File: src/axis_out_pkg.sv
`default_nettype none

package axis_out_pkg;

   // Bus and FIFO word width
   localparam int DATA_W = 32;
   // Stream beat width
   localparam int TDATA_W = 8;
   // Beats per word
   localparam int LANES = DATA_W / TDATA_W;
   // Bits needed to pick a lane within a word
   localparam int LANE_W = $clog2(LANES);
   // Write strobe width of the native bus
   localparam int STRB_W = DATA_W / 8;
   // Register address width
   localparam int ADDR_W = 3;

   // FIFO capacity in bytes, as a power of two
   localparam int FIFO_DEPTH_LOG2 = 5;
   localparam int FIFO_BYTES = 1 << FIFO_DEPTH_LOG2;
   // Word address into the storage RAM
   localparam int WORD_ADDR_W = FIFO_DEPTH_LOG2 - LANE_W;
   // Byte level wide enough to hold FIFO_BYTES itself
   localparam int LEVEL_W = FIFO_DEPTH_LOG2 + 1;
   // Above this level a whole word no longer fits
   localparam int PUSH_LIMIT = FIFO_BYTES - LANES;

   // Register map
   typedef enum logic [ADDR_W-1:0] {
      // One-cycle flush on write
      REG_SOFTRESET = 3'd0,
      // Enable in bit 0
      REG_ENABLE    = 3'd1,
      // Lane mask for the next word
      REG_LAST_MASK = 3'd2,
      // Pushes one word on write
      REG_IN        = 3'd3,
      // FULL flag in bit 0
      REG_FULL      = 3'd4,
      // Byte count
      REG_LEVEL     = 3'd5
   } reg_addr_e;

   // Stream FSM states
   typedef enum logic [1:0] {
      ST_IDLE,
      ST_STREAM,
      ST_LAST
   } stream_state_e;

endpackage

`default_nettype wire

File: src/axis_out_fifo_if.sv
`default_nettype none

interface axis_out_fifo_if
   import axis_out_pkg::*;
();

   // Word write request from the register block
   logic               push;
   // Byte removal from the stream FSM
   logic               pop;
   // Software reset pulse
   logic               flush;
   // Status kept by the pointer block
   logic               empty;
   logic               full;
   logic [LEVEL_W-1:0] level;
   // Lane of the byte at the head of the FIFO
   logic [LANE_W-1:0]  rd_lane;

   // Pointer side owns the status
   modport ptr (
      input  push, pop, flush,
      output empty, full, level, rd_lane
   );

   // FSM side pops and watches pushes for the last word
   modport fsm (
      input  push, flush, empty, level, rd_lane,
      output pop
   );

endinterface

`default_nettype wire

File: src/axis_out_csr.sv
`default_nettype none

module axis_out_csr
   import axis_out_pkg::*;
(
   input  wire                clk_i,
   input  wire                rst_n_i,
   // Native register bus
   input  wire                avalid_i,
   input  wire [ADDR_W-1:0]   addr_i,
   input  wire [DATA_W-1:0]   wdata_i,
   input  wire [STRB_W-1:0]   wstrb_i,
   output logic [DATA_W-1:0]  rdata_o,
   output logic               rvalid_o,
   // FIFO status
   input  wire                full_i,
   input  wire [LEVEL_W-1:0]  level_i,
   // Last-word tracking from the stream FSM
   input  wire                last_done_i,
   input  wire                last_stored_i,
   // Control outputs
   output logic               enable_o,
   output logic [LANES-1:0]   last_mask_o,
   output logic               push_o,
   output logic               flush_o,
   output logic               full_o
);

   reg_addr_e    reg_addr;
   logic         wr_req;
   logic         rd_req;
   logic [DATA_W-1:0] rd_value;

   assign reg_addr = reg_addr_e'(addr_i);
   // Any strobe bit set makes it a write
   assign wr_req = avalid_i && (wstrb_i != '0);
   assign rd_req = avalid_i && (wstrb_i == '0);

   // FULL as software sees it
   // Stays up from the mask write until the masked word has left the FIFO
   assign full_o = full_i || (last_mask_o != '0);

   // The masked word itself must get in, so the push gate ignores the mask
   // Only a stored last word or a full FIFO blocks it
   assign push_o = wr_req && (reg_addr == REG_IN) && !full_i && !last_stored_i;
   assign flush_o = wr_req && (reg_addr == REG_SOFTRESET);

   always_ff @(posedge clk_i or negedge rst_n_i) begin
      if (!rst_n_i) begin
         enable_o <= 1'b0;
      end else if (wr_req && (reg_addr == REG_ENABLE)) begin
         enable_o <= wdata_i[0];
      end
   end

   // Mask for the final word of a frame
   // A new write wins over a clear in the same cycle
   always_ff @(posedge clk_i or negedge rst_n_i) begin
      if (!rst_n_i) begin
         last_mask_o <= '0;
      end else if (flush_o) begin
         last_mask_o <= '0;
      end else if (wr_req && (reg_addr == REG_LAST_MASK)) begin
         last_mask_o <= wdata_i[LANES-1:0];
      end else if (last_done_i) begin
         last_mask_o <= '0;
      end
   end

   // Write-only and unmapped addresses read as zero
   always_comb begin
      rd_value = '0;
      case (reg_addr)
         REG_ENABLE: rd_value = DATA_W'(enable_o);
         REG_FULL:   rd_value = DATA_W'(full_o);
         REG_LEVEL:  rd_value = DATA_W'(level_i);
         default:    rd_value = '0;
      endcase
   end

   // Read data one cycle after the request
   always_ff @(posedge clk_i or negedge rst_n_i) begin
      if (!rst_n_i) begin
         rvalid_o <= 1'b0;
      end else begin
         rvalid_o <= rd_req;
      end
   end

   always_ff @(posedge clk_i) begin
      if (rd_req) begin
         rdata_o <= rd_value;
      end
   end

endmodule

`default_nettype wire

File: src/axis_out_fifo_ptr.sv
`default_nettype none

module axis_out_fifo_ptr
   import axis_out_pkg::*;
(
   input  wire                     clk_i,
   input  wire                     rst_n_i,
   axis_out_fifo_if.ptr            fifo,
   // Storage RAM control
   output logic                    ram_w_en_o,
   output logic [WORD_ADDR_W-1:0]  ram_w_addr_o,
   output logic [WORD_ADDR_W-1:0]  ram_r_addr_o
);

   // Words go in whole, bytes come out one at a time
   logic [WORD_ADDR_W-1:0]     wr_ptr_q;
   logic [FIFO_DEPTH_LOG2-1:0] rd_ptr_q;
   logic [FIFO_DEPTH_LOG2-1:0] rd_ptr_d;
   logic [LEVEL_W-1:0]         level_q;
   logic [LEVEL_W-1:0]         level_popped;
   logic [LEVEL_W-1:0]         level_d;
   // Head word was written in the same cycle it was read
   logic                       stale_q;

   assign rd_ptr_d = rd_ptr_q + FIFO_DEPTH_LOG2'(fifo.pop);

   // Push adds a word, pop removes a byte, both may happen together
   assign level_popped = level_q - LEVEL_W'(fifo.pop);
   assign level_d = fifo.push ? level_popped + LEVEL_W'(LANES) : level_popped;

   always_ff @(posedge clk_i or negedge rst_n_i) begin
      if (!rst_n_i) begin
         wr_ptr_q <= '0;
         rd_ptr_q <= '0;
         level_q  <= '0;
         stale_q  <= 1'b0;
      end else if (fifo.flush) begin
         wr_ptr_q <= '0;
         rd_ptr_q <= '0;
         level_q  <= '0;
         stale_q  <= 1'b0;
      end else begin
         if (fifo.push) begin
            wr_ptr_q <= wr_ptr_q + WORD_ADDR_W'(1);
         end
         rd_ptr_q <= rd_ptr_d;
         level_q  <= level_d;
         // Pushing into a drained FIFO hits the word being read
         // RAM output is old data for one more cycle
         stale_q  <= fifo.push && (level_popped == '0);
      end
   end

   assign ram_w_en_o   = fifo.push;
   assign ram_w_addr_o = wr_ptr_q;
   // Look ahead on a pop so the next word is on the RAM output in time
   assign ram_r_addr_o = rd_ptr_d[FIFO_DEPTH_LOG2-1:LANE_W];

   // Hide the head byte until the RAM output is valid
   assign fifo.empty   = (level_q == '0) || stale_q;
   assign fifo.full    = level_q > LEVEL_W'(PUSH_LIMIT);
   assign fifo.level   = level_q;
   assign fifo.rd_lane = rd_ptr_q[LANE_W-1:0];

endmodule

`default_nettype wire

File: src/axis_out_ram.sv
`default_nettype none

module axis_out_ram
   import axis_out_pkg::*;
(
   input  wire                    clk_i,
   // Write port
   input  wire                    w_en_i,
   input  wire [WORD_ADDR_W-1:0]  w_addr_i,
   input  wire [DATA_W-1:0]       w_data_i,
   // Registered read port
   input  wire [WORD_ADDR_W-1:0]  r_addr_i,
   output logic [DATA_W-1:0]      r_data_o
);

   // One word per FIFO slot
   logic [DATA_W-1:0] mem [(1 << WORD_ADDR_W)];

   always_ff @(posedge clk_i) begin
      if (w_en_i) begin
         mem[w_addr_i] <= w_data_i;
      end
   end

   // Reads every cycle
   // Same-address write shows up one cycle later
   always_ff @(posedge clk_i) begin
      r_data_o <= mem[r_addr_i];
   end

endmodule

`default_nettype wire

File: src/axis_out_stream_fsm.sv
`default_nettype none

module axis_out_stream_fsm
   import axis_out_pkg::*;
(
   input  wire                  clk_i,
   input  wire                  rst_n_i,
   input  wire                  enable_i,
   input  wire [LANES-1:0]      last_mask_i,
   input  wire                  tready_i,
   axis_out_fifo_if.fsm         fifo,
   // Head word from the RAM
   input  wire [DATA_W-1:0]     ram_r_data_i,
   // AXI-Stream master
   output logic [TDATA_W-1:0]   tdata_o,
   output logic                 tvalid_o,
   output logic                 tlast_o,
   // Last-word tracking for the register block
   output logic                 last_stored_o,
   output logic                 last_done_o
);

   stream_state_e      state_q;
   stream_state_e      state_d;
   logic               last_stored_q;
   logic               out_free;
   logic               pop;
   logic [TDATA_W-1:0] lane_byte;
   logic               in_last_word;
   logic [LANES-1:0]   mask_above;
   logic               keep_lane;
   logic               last_lane;
   logic               final_lane;

   // Output register can take a byte when empty or being consumed
   assign out_free = !tvalid_o || tready_i;
   assign pop = enable_i && !fifo.empty && out_free && !fifo.flush;
   assign fifo.pop = pop;

   // Byte at the head of the FIFO
   assign lane_byte = ram_r_data_i[fifo.rd_lane*TDATA_W +: TDATA_W];

   // Only the masked word is left once the level drops to one word
   assign in_last_word = (state_q == ST_LAST) && (fifo.level <= LEVEL_W'(LANES));
   // Set lanes above the current one
   assign mask_above = (last_mask_i >> fifo.rd_lane) >> 1;
   // Clear lanes of the last word are popped without a beat
   assign keep_lane = !in_last_word || last_mask_i[fifo.rd_lane];
   assign last_lane = in_last_word && last_mask_i[fifo.rd_lane] && (mask_above == '0);
   // Top lane of the last word whether or not it is a beat
   assign final_lane = in_last_word && (fifo.rd_lane == LANE_W'(LANES - 1));

   // Frame is done once its whole word has left the FIFO
   assign last_done_o   = pop && final_lane;
   assign last_stored_o = last_stored_q;

   // A word pushed under a nonzero mask closes the frame
   always_ff @(posedge clk_i or negedge rst_n_i) begin
      if (!rst_n_i) begin
         last_stored_q <= 1'b0;
      end else if (fifo.flush || last_done_o) begin
         last_stored_q <= 1'b0;
      end else if (fifo.push && (last_mask_i != '0)) begin
         last_stored_q <= 1'b1;
      end
   end

   always_comb begin
      state_d = state_q;
      case (state_q)
         ST_IDLE: begin
            if (last_stored_q) begin
               state_d = ST_LAST;
            end else if (!fifo.empty) begin
               state_d = ST_STREAM;
            end
         end
         ST_STREAM: begin
            if (last_stored_q) begin
               state_d = ST_LAST;
            end else if (fifo.empty) begin
               state_d = ST_IDLE;
            end
         end
         ST_LAST: begin
            if (last_done_o) begin
               state_d = ST_IDLE;
            end
         end
         default: state_d = ST_IDLE;
      endcase
   end

   always_ff @(posedge clk_i or negedge rst_n_i) begin
      if (!rst_n_i) begin
         state_q <= ST_IDLE;
      end else if (fifo.flush) begin
         state_q <= ST_IDLE;
      end else begin
         state_q <= state_d;
      end
   end

   // Beat control holds while the sink stalls
   always_ff @(posedge clk_i or negedge rst_n_i) begin
      if (!rst_n_i) begin
         tvalid_o <= 1'b0;
         tlast_o  <= 1'b0;
      end else if (fifo.flush) begin
         tvalid_o <= 1'b0;
         tlast_o  <= 1'b0;
      end else if (pop) begin
         tvalid_o <= keep_lane;
         tlast_o  <= last_lane;
      end else if (tready_i) begin
         tvalid_o <= 1'b0;
         tlast_o  <= 1'b0;
      end
   end

   // Beat payload
   always_ff @(posedge clk_i) begin
      if (pop) begin
         tdata_o <= lane_byte;
      end
   end

endmodule

`default_nettype wire

File: src/axis_out_top.sv
`default_nettype none

module axis_out_top
   import axis_out_pkg::*;
(
   input  wire                 clk_i,
   input  wire                 rst_n_i,
   // Native register bus
   input  wire                 avalid_i,
   input  wire [ADDR_W-1:0]    addr_i,
   input  wire [DATA_W-1:0]    wdata_i,
   input  wire [STRB_W-1:0]    wstrb_i,
   output wire [DATA_W-1:0]    rdata_o,
   output wire                 rvalid_o,
   // AXI-Stream master
   input  wire                 tready_i,
   output wire [TDATA_W-1:0]   tdata_o,
   output wire                 tvalid_o,
   output wire                 tlast_o
);

   wire                   push;
   wire                   flush;
   wire                   enable;
   wire [LANES-1:0]       last_mask;
   wire                   last_done;
   wire                   last_stored;
   wire                   ram_w_en;
   wire [WORD_ADDR_W-1:0] ram_w_addr;
   wire [WORD_ADDR_W-1:0] ram_r_addr;
   wire [DATA_W-1:0]      ram_r_data;

   axis_out_fifo_if fifo_bus ();

   // Register block drives the FIFO requests
   assign fifo_bus.push  = push;
   assign fifo_bus.flush = flush;

   axis_out_csr csr_i (
      .clk_i         (clk_i),
      .rst_n_i       (rst_n_i),
      .avalid_i      (avalid_i),
      .addr_i        (addr_i),
      .wdata_i       (wdata_i),
      .wstrb_i       (wstrb_i),
      .rdata_o       (rdata_o),
      .rvalid_o      (rvalid_o),
      .full_i        (fifo_bus.full),
      .level_i       (fifo_bus.level),
      .last_done_i   (last_done),
      .last_stored_i (last_stored),
      .enable_o      (enable),
      .last_mask_o   (last_mask),
      .push_o        (push),
      .flush_o       (flush),
      // FULL is only seen through the register bus
      .full_o        ()
   );

   axis_out_fifo_ptr fifo_ptr_i (
      .clk_i        (clk_i),
      .rst_n_i      (rst_n_i),
      .fifo         (fifo_bus.ptr),
      .ram_w_en_o   (ram_w_en),
      .ram_w_addr_o (ram_w_addr),
      .ram_r_addr_o (ram_r_addr)
   );

   // Bus write data goes straight into storage
   axis_out_ram ram_i (
      .clk_i    (clk_i),
      .w_en_i   (ram_w_en),
      .w_addr_i (ram_w_addr),
      .w_data_i (wdata_i),
      .r_addr_i (ram_r_addr),
      .r_data_o (ram_r_data)
   );

   axis_out_stream_fsm stream_fsm_i (
      .clk_i         (clk_i),
      .rst_n_i       (rst_n_i),
      .enable_i      (enable),
      .last_mask_i   (last_mask),
      .tready_i      (tready_i),
      .fifo          (fifo_bus.fsm),
      .ram_r_data_i  (ram_r_data),
      .tdata_o       (tdata_o),
      .tvalid_o      (tvalid_o),
      .tlast_o       (tlast_o),
      .last_stored_o (last_stored),
      .last_done_o   (last_done)
   );

endmodule

`default_nettype wire

File: config.mk
export PLATFORM = sky130hd
export DESIGN_NAME = axis_out_top
export DESIGN_NICKNAME = d
export VERILOG_FILES = /design/src/axis_out_pkg.sv /design/src/axis_out_fifo_if.sv /design/src/axis_out_csr.sv /design/src/axis_out_fifo_ptr.sv /design/src/axis_out_ram.sv /design/src/axis_out_stream_fsm.sv /design/src/axis_out_top.sv
export SDC_FILE = /design/constraint.sdc
export NUM_CORES = 1
export LEC_CHECK = 0
export ABC_CLOCK_PERIOD_IN_PS = 6750
export BUFFER_PORTS_ARGS = -buffer_cell sky130_fd_sc_hd__buf_4
export CORE_MARGIN = 2
export CORE_UTILIZATION = 60
export DETAILED_ROUTE_END_ITERATION = 10
export GPL_TIMING_DRIVEN = 0
export PLACE_DENSITY = 0.79
export SLEW_MARGIN = 20
export SYNTH_ARGS = -nofsm -noshare
export SYNTH_HDL_FRONTEND = slang
export SYNTH_SLANG_ARGS = --single-unit
File: constraint.sdc
create_clock -name clk_i -period 6.75 [get_ports clk_i]
set_clock_uncertainty 0.15 [all_clocks]
set_input_delay 0.675 -clock clk_i [delete_from_list [all_inputs] [get_ports clk_i]]
set_output_delay 0.675 -clock clk_i [all_outputs]
set_load 0.005 [all_outputs]
Yosys cells after proc, flatten, opt, wreduce, memory -nomap -nowiden
Memories as Yosys holds them, arrays and structs flattened. A register that Yosys moved wholly into a read port is not among the register bits.
Index checks and enable logic that the tools add are counted.
{"block": "classes", "addsub": 4, "n_lt_le_gt_ge": 3, "eq_ne": 11, "shift": 2, "mux": 28, "n_reduce_logical": 42}
{"op": "32-bit by 6-bit indexed part select with 8-bit output", "n": 1}
{"op": "1-bit logical AND", "n": 18}
{"op": "6-bit one-hot mux with 3 select lines", "n": 1}
{"op": "6-bit zero test", "n": 2}
{"op": "2-bit two-way mux", "n": 6}
{"op": "4-bit two-way mux", "n": 3}
{"op": "6-bit two-way mux", "n": 2}
{"op": "1-bit two-way mux", "n": 11}
{"op": "4-bit zero test", "n": 2}
{"op": "4-bit nonzero test", "n": 2}
{"op": "6-bit by 3-bit adder with 6-bit output, second input constant", "n": 1}
{"op": "3-bit by 2-bit equality test with 1-bit output, second input constant", "n": 2}
{"op": "3-bit equality test, second input constant", "n": 2}
{"op": "6-bit by 5-bit greater-than comparator with 1-bit output, second input constant", "n": 1}
{"op": "6-bit by 3-bit <= comparator with 1-bit output, second input constant", "n": 1}
{"op": "1-bit zero test", "n": 6}
{"op": "3-bit two-way mux", "n": 2}
{"op": "2-bit one-hot mux with 3 select lines", "n": 1}
{"op": "3-bit nonzero test", "n": 2}
{"op": "6-bit by 1-bit subtractor with 6-bit output", "n": 1}
{"op": "5-bit by 1-bit adder with 5-bit output", "n": 1}
{"op": "1-bit logical OR", "n": 5}
{"op": "5-bit two-way mux", "n": 1}
{"op": "2-bit equality test, second input constant", "n": 2}
{"op": "other kinds (13)", "n": 14}
{"block": "word_totals", "register_bits": 66, "mem_bits_rw": 256, "in_bits": 43, "out_inout_bits": 43, "elab_cells": 104, "memories": 1}
{"name": "ram_i.mem", "words": 8, "word_bits": 32, "rd": 1, "rd_ports_with_merged_regs": 1, "wr": 1, "line": "axis_out_ram.sv:17", "source": "logic [DATA_W-1:0] mem [(1 << WORD_ADDR_W)];"}

Depth between registers and ports, before layout
Gate-level depths: netlist of the first run.
{"block": "depth", "depth_word": 10, "depth_mapped": 13, "depth_no_buf": 12}

Cells and area by module
From an unflattened synthesis of the first run, not the netlist that was laid out.
{"block": "unflattened", "cells_unflattened": 623, "hier_area_um2": 12883.6}
{"mod": "axis_out_ram", "n_inst": 1, "cells_per_inst": 415, "area_each_um2": 10466.3, "seq_area_each_um2": 8328.0}
{"mod": "axis_out_fifo_ptr", "n_inst": 1, "cells_per_inst": 80, "area_each_um2": 842.1, "seq_area_each_um2": 375.4}
{"mod": "axis_out_csr", "n_inst": 1, "cells_per_inst": 78, "area_each_um2": 793.3, "seq_area_each_um2": 330.3}
{"mod": "axis_out_stream_fsm", "n_inst": 1, "cells_per_inst": 50, "area_each_um2": 782.0, "seq_area_each_um2": 365.4}

Worst setup path before layout of the first run
OpenSTA, ideal clock, no wires.
{"block": "synth_path", "path_kind": "input to register", "startpoint": "input wstrb_i[1]", "endpoint": "memory ram_i.mem[2][0] (enable)", "setup_ns": 0.513, "arrival_time_ns": 4.591, "required_time_ns": 6.087, "slack_ns": 1.497, "path_stages": 4, "path_buffers": 0, "cell_sequence": "nor4_1 -> nor3b_2 -> nand3_2 -> nor4b_1"}
{"block": "synth_via", "elab_chain_len": 7}
{"item": "start, declared", "line": "axis_out_top.sv:12", "source": "input wire [STRB_W-1:0] wstrb_i,"}
{"item": "4-bit nonzero test", "line": "axis_out_csr.sv:36", "source": "assign wr_req = avalid_i && (wstrb_i != '0);"}
{"item": "1-bit logical AND", "line": "axis_out_csr.sv:36"}
{"item": "1-bit logical AND (3 in series)", "line": "axis_out_csr.sv:45", "source": "assign push_o = wr_req && (reg_addr == REG_IN) && !full_i && !last_stored_i;"}
{"item": "1-bit two-way mux", "line": "axis_out_ram.sv:20", "source": "if (w_en_i) begin"}
{"item": "1-bit two-way mux (not written as such)", "line": "axis_out_ram.sv:21", "source": "mem[w_addr_i] <= w_data_i;"}
{"item": "end, declared", "line": "axis_out_ram.sv:17"}
Every way passes these cells.

Worst setup path in the final report of the first run
{"block": "layout_path", "startpoint": "register fifo_ptr_i.level_q[3], in the netlist fifo_ptr_i.fifo.level[3]", "endpoint": "register ram_i.r_data_o[25] (read register of ram_i.mem)"}
{"block": "layout_via", "elab_chain_len": 7}
{"item": "start, declared", "line": "axis_out_fifo_ptr.sv:19", "source": "logic [LEVEL_W-1:0] level_q;"}
{"item": "start signal, assigned", "line": "axis_out_fifo_ptr.sv:47", "source": "level_q <= level_d;"}
{"item": "6-bit zero test", "line": "axis_out_fifo_ptr.sv:60", "source": "assign fifo.empty = (level_q == '0) || stale_q;"}
{"item": "1-bit logical OR", "line": "axis_out_fifo_ptr.sv:60"}
{"item": "1-bit zero test", "line": "axis_out_stream_fsm.sv:37", "source": "assign pop = enable_i && !fifo.empty && out_free && !fifo.flush;"}
{"item": "1-bit logical AND (3 in series)", "line": "axis_out_stream_fsm.sv:37"}
{"item": "5-bit by 1-bit adder with 5-bit output", "line": "axis_out_fifo_ptr.sv:25", "source": "assign rd_ptr_d = rd_ptr_q + FIFO_DEPTH_LOG2'(fifo.pop);"}
{"item": "end, declared", "line": "axis_out_ram.sv:13", "source": "output logic [DATA_W-1:0] r_data_o"}
Every way passes these cells.
A chain may end at the register's enable or synchronous reset.

==> impl_metrics.toml, run 1 <==
[status]
outcome = "finished, final reports clean"

[min_path]
min_path_type = "primary input to flip-flop"

[setup_path]
cp.arrival_ps = 4290
end_kind = "flip-flop"
critPathRequiredTime_ps = 6980
path_class = "flip-flop to flip-flop"
path_max_fanout = 10
start_kind = "flip-flop"

[global_route]
grt_use_total_pct = 24.6
grt_overflow = 0
use_met2_pct = 42.1
grt_max_degree = 27
grt_pass1_vias = 7277
grt_pass1_wl_um = 41000
grt-busiest-layer = "met2"
antenna_found_initial = 1
gr-usage-met1_pct = 32.2
grt_util_met3_pct = 4.76

[synth]
yosysWarnings = 0
yosysUniqueCellTypes = 57
yosysMostFrequentCell = "edfxtp_1"
synth_top_area_share_pct = 62.6
synth_commonest_cells = "edfxtp_1, mux2i_1, nand2_1"
ys_seq_area_share_pct = 72.5
ys_seq_elements = 328
synth_top_flop_cell = "edfxtp_1"
synth_area_leaders = "edfxtp_1, mux2i_1, dfrtp_1"
syn_area_per_cell_um2 = 16.9
synth_top_cell_by_area = "edfxtp_1"
async_flop_share_pct = 7.93
synth_edf_count = 270
syn_area_um2 = 13000
synth_cells = 765

[run]
maxCapViolations = 0

[clock_network]
cts_sinks = 328
cts_tree = "yes"
post-cts-setup-buffers = 0
numCtsBuffers = 31
ctsRootBufferMaster = "clkbuf_16"
htree_levels = 1
path_clk_slew_ps = 60
clock_latency_ps = 560
cts.path.max_buffers = 3

[drt]
detail_route.iter0.violations = 536
drt_pass1_iterations = 6
wl_um = 27600
post-route-drc-count = 0
routedWlPerCell_um = 22.7
vias = 7207
ant_nets = 0
via_per_inst = 5.92

[timing]
min_period_ps = 4060
worst_pin_slew_ps = 902
setup_viol = 0
drv_slew = 0
finalCritPeriodShare_pct = 60.1
slew_headroom_pct = 39.7
rsz0062_at_grt = "false"
finalHoldViolCount = 0
timing.fmax_mhz = 246

[floorplan]
ios = 86
rows = 53
die_w_um = 151
die_y_um = 151
coreArea_um2 = 21100
initial_core_util_pct = 61.5
dieArea_um2 = 22800

[finish]
layout-drive-gt1-share_pct = 27.5
final_nets = 967
area_delta_synth_final_pct = 17.9
fillers = 1304
diodes = 0
final_cells = 1217

[power]
power_leakage_uw = 0.00548
peakVddDrop_uv = 271
power-per-cell-area_nw_per_um2 = 392
finalPower_uw = 5980

[placement]
portBuffers = 59
place_congestion = 0.850
dpl.hpwl_um = 18500
placed_cells = 1158
[area by class of cell]
cell class / count / area [um^2] / area share, %
sequential: 328 / 9400 / 61.5
multi-input combinational: 392 / 3260 / 21.4
clock buffer: 39 / 826 / 5.40
timing repair buffer: 94 / 728 / 4.77
buffer: 65 / 418 / 2.74
tap: 275 / 344 / 2.25
clock inverter: 19 / 282 / 1.84
inverter: 5 / 18.8 / 0.123
[stage by stage]
step	worst slack (ps)	hold slack (ps)	util [%]	TNS (ps)	cell area, um^2
after detailed placement	2270	312	67.2	0	14200
after global placement	-1910	293	65.6	-105010	13800
after CTS	2690	170	72.5	0	15300
after global routing	2370	173	72.5	0	15300
final	2690	190	72.5	0	15300
after floorplan	1500	229	-	0	13100
[placed cells by master (no fill, tap or decap), types with 9 or more instances in the layout]
master,n
nand2_1,81
edfxtp_1,270
clkbuf_1,14
clkbuf_16,31
dfrtp_1,26
and2_1,10
dfxtp_1,32
buf_2,25
a221oi_2,32
a32o_1,32
buf_4,117
mux2i_1,98
mux4_2,9
nor2_1,14
conb_1,26
[state kept, by name, indices dropped and copies added (netlist names)]
name	flops
csr_i.enable_o	1
csr_i.last_mask_o	4
csr_i.rdata_o	6
csr_i.rvalid_o	1
fifo_ptr_i.fifo.level	6
fifo_ptr_i.ram_w_addr_o	3
fifo_ptr_i.rd_ptr_q	5
fifo_ptr_i.stale_q	1
ram_i.mem	256
ram_i.r_data_o	32
stream_fsm_i.last_stored_o	1
stream_fsm_i.state_q	2
stream_fsm_i.tdata_o	8
stream_fsm_i.tlast_o	1
stream_fsm_i.tvalid_o	1
[kinds of logic after synthesis]
| family | share of synthesized area [%] |
|---|---|
| AND/OR/NAND/NOR | 5.81 |
| multiplexers | 9.22 |
| adder cells (fa/ha/maj) | 0.676 |
| XOR/XNOR | 0.792 |
| buffers and inverters | 3.37 |
| other | 0.0289 |
| flip-flops | 72.5 |
| AO/OA/AOI/OAI | 7.58 |
[worst max-delay path: stages (launching register included)]
cell and delay [ps]:
dfrtp_1 330, clkbuf_1 290, nor3_1 110, a21oi_1 270, nand4_2 230, inv_1 450
ha_1 320, ha_1 310, xnor2_1 160, nor2_1 350, clkbuf_1 680, a221oi_2 220
[final timing paths]
kind | start | slack (ps) | cells past startpoint | end
setup / recovery | fifo_ptr_i.fifo.level[3] | 2690 | 11 | ram_i.r_data_o[25]
hold / removal | wdata_i[8] | 190 | 1 | ram_i.mem[5][8]
setup reg to reg | fifo_ptr_i.fifo.level[3] | 2690 | 11 | ram_i.r_data_o[25]
hold reg to reg | stream_fsm_i.state_q[1] | 330 | 1 | stream_fsm_i.state_q[0]
max in group asynchronous | rst_n_i | 5770 | 2 | fifo_ptr_i.rd_ptr_q[4]
min in group asynchronous | rst_n_i | 420 | 2 | fifo_ptr_i.fifo.level[5]
[where the power goes]
part | total (uW) | switching, uW | internal, uW
Clock | 1850 | 718 | 1140
Sequential | 2550 | 131 | 2410
Combinational | 1580 | 886 | 698
[what timing repair did]
action | 4_1_cts | 5_1_grt
hold buffers | 1 | 0
endpoints found under the hold margin | 26 | 0
gates resized for setup | 0 | 0
[metal layers]
| metal | wire, um | vias to the layer above |
|---|---|---|
| met4 | 641 | 2 |
| met1 | 11000 | 3606 |
| li1 | - | 3246 |
| met3 | 2150 | 54 |
| met5 | 13 | - |
| met2 | 13700 | 299 |
(Power assumes the default switching activity.)
==> inputs of run 2 (changes only) <==
Settings changed: ABC_CLOCK_PERIOD_IN_PS 6750 to 3450, CORE_UTILIZATION 60 to 54, PLACE_DENSITY 0.79 to 0.75.
Clock period 6.75 ns to 3.45 ns, I/O delays scaled along.
==> impl_metrics.toml, run 2 (synthesized netlist as in run 1, its figures left out) <==
[placement]
placed_cells = 1187
place_congestion = 0.757
dpl.hpwl_um = 17200
preCtsSetupSlack_ps = -778
portBuffers = 59

[timing]
rsz0062_at_grt = "false"
setup_viol = 0
finalHoldViolCount = 0
drv_slew = 0
min_period_ps = 3200
slew_headroom_pct = 53.0
worst_pin_slew_ps = 700
finalCritPeriodShare_pct = 92.9
setup_slack_ps = 246
timing.fmax_mhz = 312

[drt]
vias = 7162
drt_pass1_iterations = 5
wl_um = 27300
ant_nets = 0
detail_route.iter0.violations = 538
via_per_inst = 5.56
post-route-drc-count = 0
routedWlPerCell_um = 21.2

[min_path]
min_path_type = "primary input to flip-flop"

[clock_network]
cts.path.max_buffers = 3
clock_latency_ps = 500
path_clk_slew_ps = 60
ctsRootBufferMaster = "clkbuf_16"
cts_sinks = 328
htree_levels = 2
cts_tree = "yes"
numCtsBuffers = 35

[floorplan]
ios = 86
initial_core_util_pct = 55.0
dieArea_um2 = 25300
coreArea_um2 = 23500
die_w_um = 159
rows = 56
die_y_um = 159

[power]
p_clk_share_pct = 31.6
power_frac_comb_pct = 26.4
power_leakage_uw = 0.00560
p_sw_uw = 3470
peakVddDrop_uv = 564
intPower_uw = 8450
p_seq_share_pct = 42.0
power-per-cell-area_nw_per_um2 = 753
swShare_pct = 29.1

[setup_path]
start_kind = "flip-flop"
path_class = "flip-flop to flip-flop"
critPathRequiredTime_ps = 3680
cp.arrival_ps = 3430
end_kind = "flip-flop"
path_max_fanout = 10

[finish]
fillers = 1589
area_delta_synth_final_pct = 22.1
layout-drive-gt1-share_pct = 26.7
final_nets = 993
largest_reg_flops = 256
final_cells = 1288
largestRegisters = "ram_i.mem (256), ram_i.r_data_o (32), stream_fsm_i.tdata_o (8)"
largest-register = "ram_i.mem"
final_common_cell = "edfxtp_1"
final_cell_mix = "edfxtp_1, buf_4, mux2i_1"

[status]
outcome = "finished, final reports clean"

[global_route]
antenna_found_initial = 1
grt_use_total_pct = 21.7
grt_pass1_vias = 7299
grt_max_degree = 27
grt_pass1_wl_um = 41700
grt_overflow = 0

[run]
maxCapViolations = 0
-- run 2: cell count changes in the layout (fill, tap and decap cells not counted), moves of 4 or more --
| cell | previous run | this run |
|---|---|---|
| buf_2 | 25 | 15 |
| buf_4 | 117 | 100 |
| buf_6 | 6 | 10 |
| buf_8 | 0 | 8 |
| clkbuf_1 | 14 | 10 |
| clkbuf_16 | 31 | 35 |
| clkbuf_4 | 1 | 5 |
| dlygate4sd3_1 | 1 | 34 |
-- run 2: cell type report --
type / count / area [um^2] / share of cell area [%]
plain buffers: 64 / 428 / 2.70
well taps: 319 / 399 / 2.52
inverters: 5 / 22.5 / 0.142
diodes: 1 / 2.50 / 0.0158
clock inverters: 18 / 219 / 1.38
multi-input cells: 392 / 3330 / 21.0
flip-flops and latches: 328 / 9400 / 59.4
clock buffers: 44 / 940 / 5.94
repair buffers: 117 / 1090 / 6.86
-- run 2: timing repair --
action,in CTS,in global routing
hold endpoints to repair,287,0
endpoints found under the setup margin,35,47
hold buffers,34,0
setup buffers,1,4
resized for setup,5,6
gates cloned,0,0
pin swaps,0,2
-- run 2: critical path, cell delays in order (launching register included) --
cell	delay [ps]
dfrtp_1	490
nor3_1	100
a21oi_1	250
nand4_2	240
clkinvlp_4	160
ha_1	210
ha_2	280
nor2_1	80
nand2_1	70
o21ai_1	160
clkbuf_2	300
a32o_1	290
a221oi_2	290
-- run 2: routing by layer --
metal,vias to the layer above,global-route usage (%),wire length (um)
li1,3308,-,-
met1,3559,29.2,11400
met2,252,36.6,13500
met3,43,3.66,1670
met4,0,6.74,645
met5,-,0,0
-- run 2: worst paths after layout --
path / from / end / slack [ps] / cells after the start
worst min register to register: stream_fsm_i.state_q[1] / stream_fsm_i.state_q[0] / 320 / 1
worst max-delay path: fifo_ptr_i.fifo.level[3] / ram_i.r_data_o[13] / 250 / 12
min in group asynchronous: rst_n_i / csr_i.rvalid_o / 140 / 2
worst min-delay path: addr_i[1] / csr_i.rdata_o[0] / 20 / 2
worst max register to register: fifo_ptr_i.fifo.level[3] / ram_i.r_data_o[13] / 250 / 12
max in group asynchronous: rst_n_i / fifo_ptr_i.ram_w_addr_o[1] / 2740 / 2
-- run 2: power by group through the flow --
stage / Sequential, uW / Combinational (uW) / Clock, uW
after floorplan: 4960 / 2180 / 0
after global placement: 5040 / 3010 / 0
after detailed placement: 5070 / 3090 / 0
after CTS: 4990 / 3150 / 3810
after global routing: 5040 / 3390 / 3960
final: 5010 / 3150 / 3760
-- run 2: stage by stage --
stage	total power, uW	setup TNS (ps)	hold WS, ps	util [%]	instance area (um^2)
after detailed placement	8150	-18500	136	60.5	14300
final	11900	0	23.7	67.2	15800
after CTS	12000	0	10.3	67.0	15800
after global placement	8060	-319840	132	59.2	13900
after floorplan	7130	-1710	-101	-	13100
after global routing	12400	0	26.8	67.2	15800
==> inputs of run 3 (changes only) <==
Settings changed: ABC_CLOCK_PERIOD_IN_PS 3450 to 3300, CORE_UTILIZATION 54 to 60, PLACE_DENSITY 0.75 to 0.79.
Clock period 3.45 ns to 3.3 ns, I/O delays scaled along.
==> impl_metrics.toml, run 3 (synthesized netlist as in run 1, its figures left out) <==
[global_route]
grt_pass1_vias = 7594
grt_use_total_pct = 25.1
grt_max_degree = 27
grt_pass1_wl_um = 41700
grt_overflow = 0
antenna_found_initial = 0

[setup_path]
r2r-end = "ram_i.r_data_o[4]"
reg2reg_depth = 13
path_max_fanout = 10
cp_common_cell = "buf_4"
path_class = "primary input to flip-flop"
path_cells = "dlygate4sd3_1 -> buf_4 -> nor4b_1 -> nand2_1 -> nand4_2 -> clkinvlp_4 -> ha_1 -> nand3_4 -> xnor2_2 -> buf_4 -> buf_4 -> nand2_1 -> a32o_1 -> a221oi_2"
start_kind = "primary input"
r2r_start = "fifo_ptr_i.fifo.level[3]"
end_kind = "flip-flop"
cpPeakStageDelay_ps = 530
cp_slowest_cell = "dlygate4sd3_1"
startpoint = "addr_i[0]"
cp.arrival_ps = 3470
critPathRequiredTime_ps = 3600
r2r_setup_slack_ps = 140

[drt]
drt_pass1_iterations = 5
ant_nets = 0
met2_length_um = 14300
post-route-drc-count = 0
routedWlPerCell_um = 22.6
wl_um = 28100
met1Wirelength_um = 10900
detail_route.iter0.violations = 570
vias = 7303
via_per_inst = 5.88
wl_met3_um = 1950
top_layer = "met4"

[min_path]
min_to = "csr_i.rvalid_o"
hp-start = "avalid_i"
whs_path_depth = 2
min_path_type = "primary input to flip-flop"

[status]
outcome = "finished, final reports clean"

[floorplan]
coreArea_um2 = 21100
rows = 53
initial_core_util_pct = 61.5
dieArea_um2 = 22800
ios = 86
die_y_um = 151
die_w_um = 151

[placement]
place_area_um2 = 14200
portBuffers = 59
place_congestion = 0.845
dpl.hpwl_um = 17800
preCtsSetupSlack_ps = -849

[timing]
min_period_ps = 3170
finalHoldViolCount = 0
finalCritPeriodShare_pct = 96.1
slew_headroom_pct = 44.8
timing.fmax_mhz = 315
setup_viol = 0
rsz0062_at_grt = "true"
setup_slack_ps = 129
drv_slew = 0
tns_ps = 0
worst_pin_slew_ps = 824

[finish]
layout-drive-gt1-share_pct = 26.6
fillers = 1220
multi_input_area_um2 = 3370
largestRegisters = "ram_i.mem (256), ram_i.r_data_o (32), stream_fsm_i.tdata_o (8)"
fin_util_pct = 74.6
final_nets = 992
largest-register = "ram_i.mem"
ff_latch_area_um2 = 9400
final_area_um2 = 15700
diodes = 0
final_cell_mix = "edfxtp_1, buf_4, mux2i_1"
final_common_cell = "edfxtp_1"
area_delta_synth_final_pct = 21.4
largest_reg_flops = 256

[clock_network]
cts_sinks = 328
path_clk_slew_ps = 60
cts.path.max_buffers = 3
htree_levels = 1
numCtsBuffers = 31
clock_latency_ps = 560
cts_tree = "yes"
ctsRootBufferMaster = "clkbuf_16"

[power]
power_leakage_uw = 0.00557
power-per-cell-area_nw_per_um2 = 773
finalPower_uw = 12200
peakVddDrop_uv = 570

[run]
maxCapViolations = 0
run 3: cell count changes in the layout (fill, tap and decap cells not counted), sizes merged:
cell         change
diode            -1
inv              +1
bufinv           -3
dlygate4sd3      +2
buf              +3
clkinv           -3
clkinvlp         -1
run 3: final cells by class:
cell class	count	area share, %
multi-input cells	392	21.4
repair buffers	119	7.02
well taps	275	2.19
clock inverters	12	0.867
flip-flops and latches	328	59.7
clock buffers	46	5.80
inverters	5	0.143
plain buffers	65	2.81
run 3: worst max-delay path: cells and delay by family:
kind            cells  cell delay [ps]
simple gates        5              870
buf+inv             5             1330
fa+ha+maj           1              240
xor+xnor            1              140
compound gates      2              560
run 3: per-stage QoR:
step / hold slack (ps) / instances
final: 48.3 / 1242
after floorplan: -116 / 790
after CTS: 28.3 / 1238
after global placement: 102 / 1124
after global routing: 49.7 / 1242
after detailed placement: 111 / 1143
run 3: layer usage:
metal | track usage (%) | vias to the layer above
met2 | 43.5 | 327
met1 | 31.3 | 3608
met4 | 10.7 | 0
met5 | 0 | -
met3 | 4.52 | 62
li1 | - | 3306
run 3: power breakdown:
part	switching [uW]	leakage (uW)	internal, uW	total, uW
sequential	293	0.00304	4940	5230
combinational	1870	0.00202	1530	3400
clock	1460	0.000513	2080	3540
total	3620	0.00557	8550	12200
run 3: repair_timing:
action | CTS | global route
endpoints found under the hold margin | 290 | 0
gates resized for setup | 15 | 6
buffers inserted | 1 | 4
setup endpoints to repair | 35 | 50
pin swaps | 1 | 3
hold buffers | 36 | 0
run 3: worst max-delay path by stage:
stage | endpoint | depth (start not counted)
after CTS | ram_i.r_data_o[25] | 13
final | ram_i.r_data_o[4] | 14
after global routing | ram_i.r_data_o[4] | 14
after global placement | ram_i.mem[2][19] | 4
after detailed placement | ram_i.r_data_o[23] | 11
after floorplan | ram_i.mem[2][0] | 4
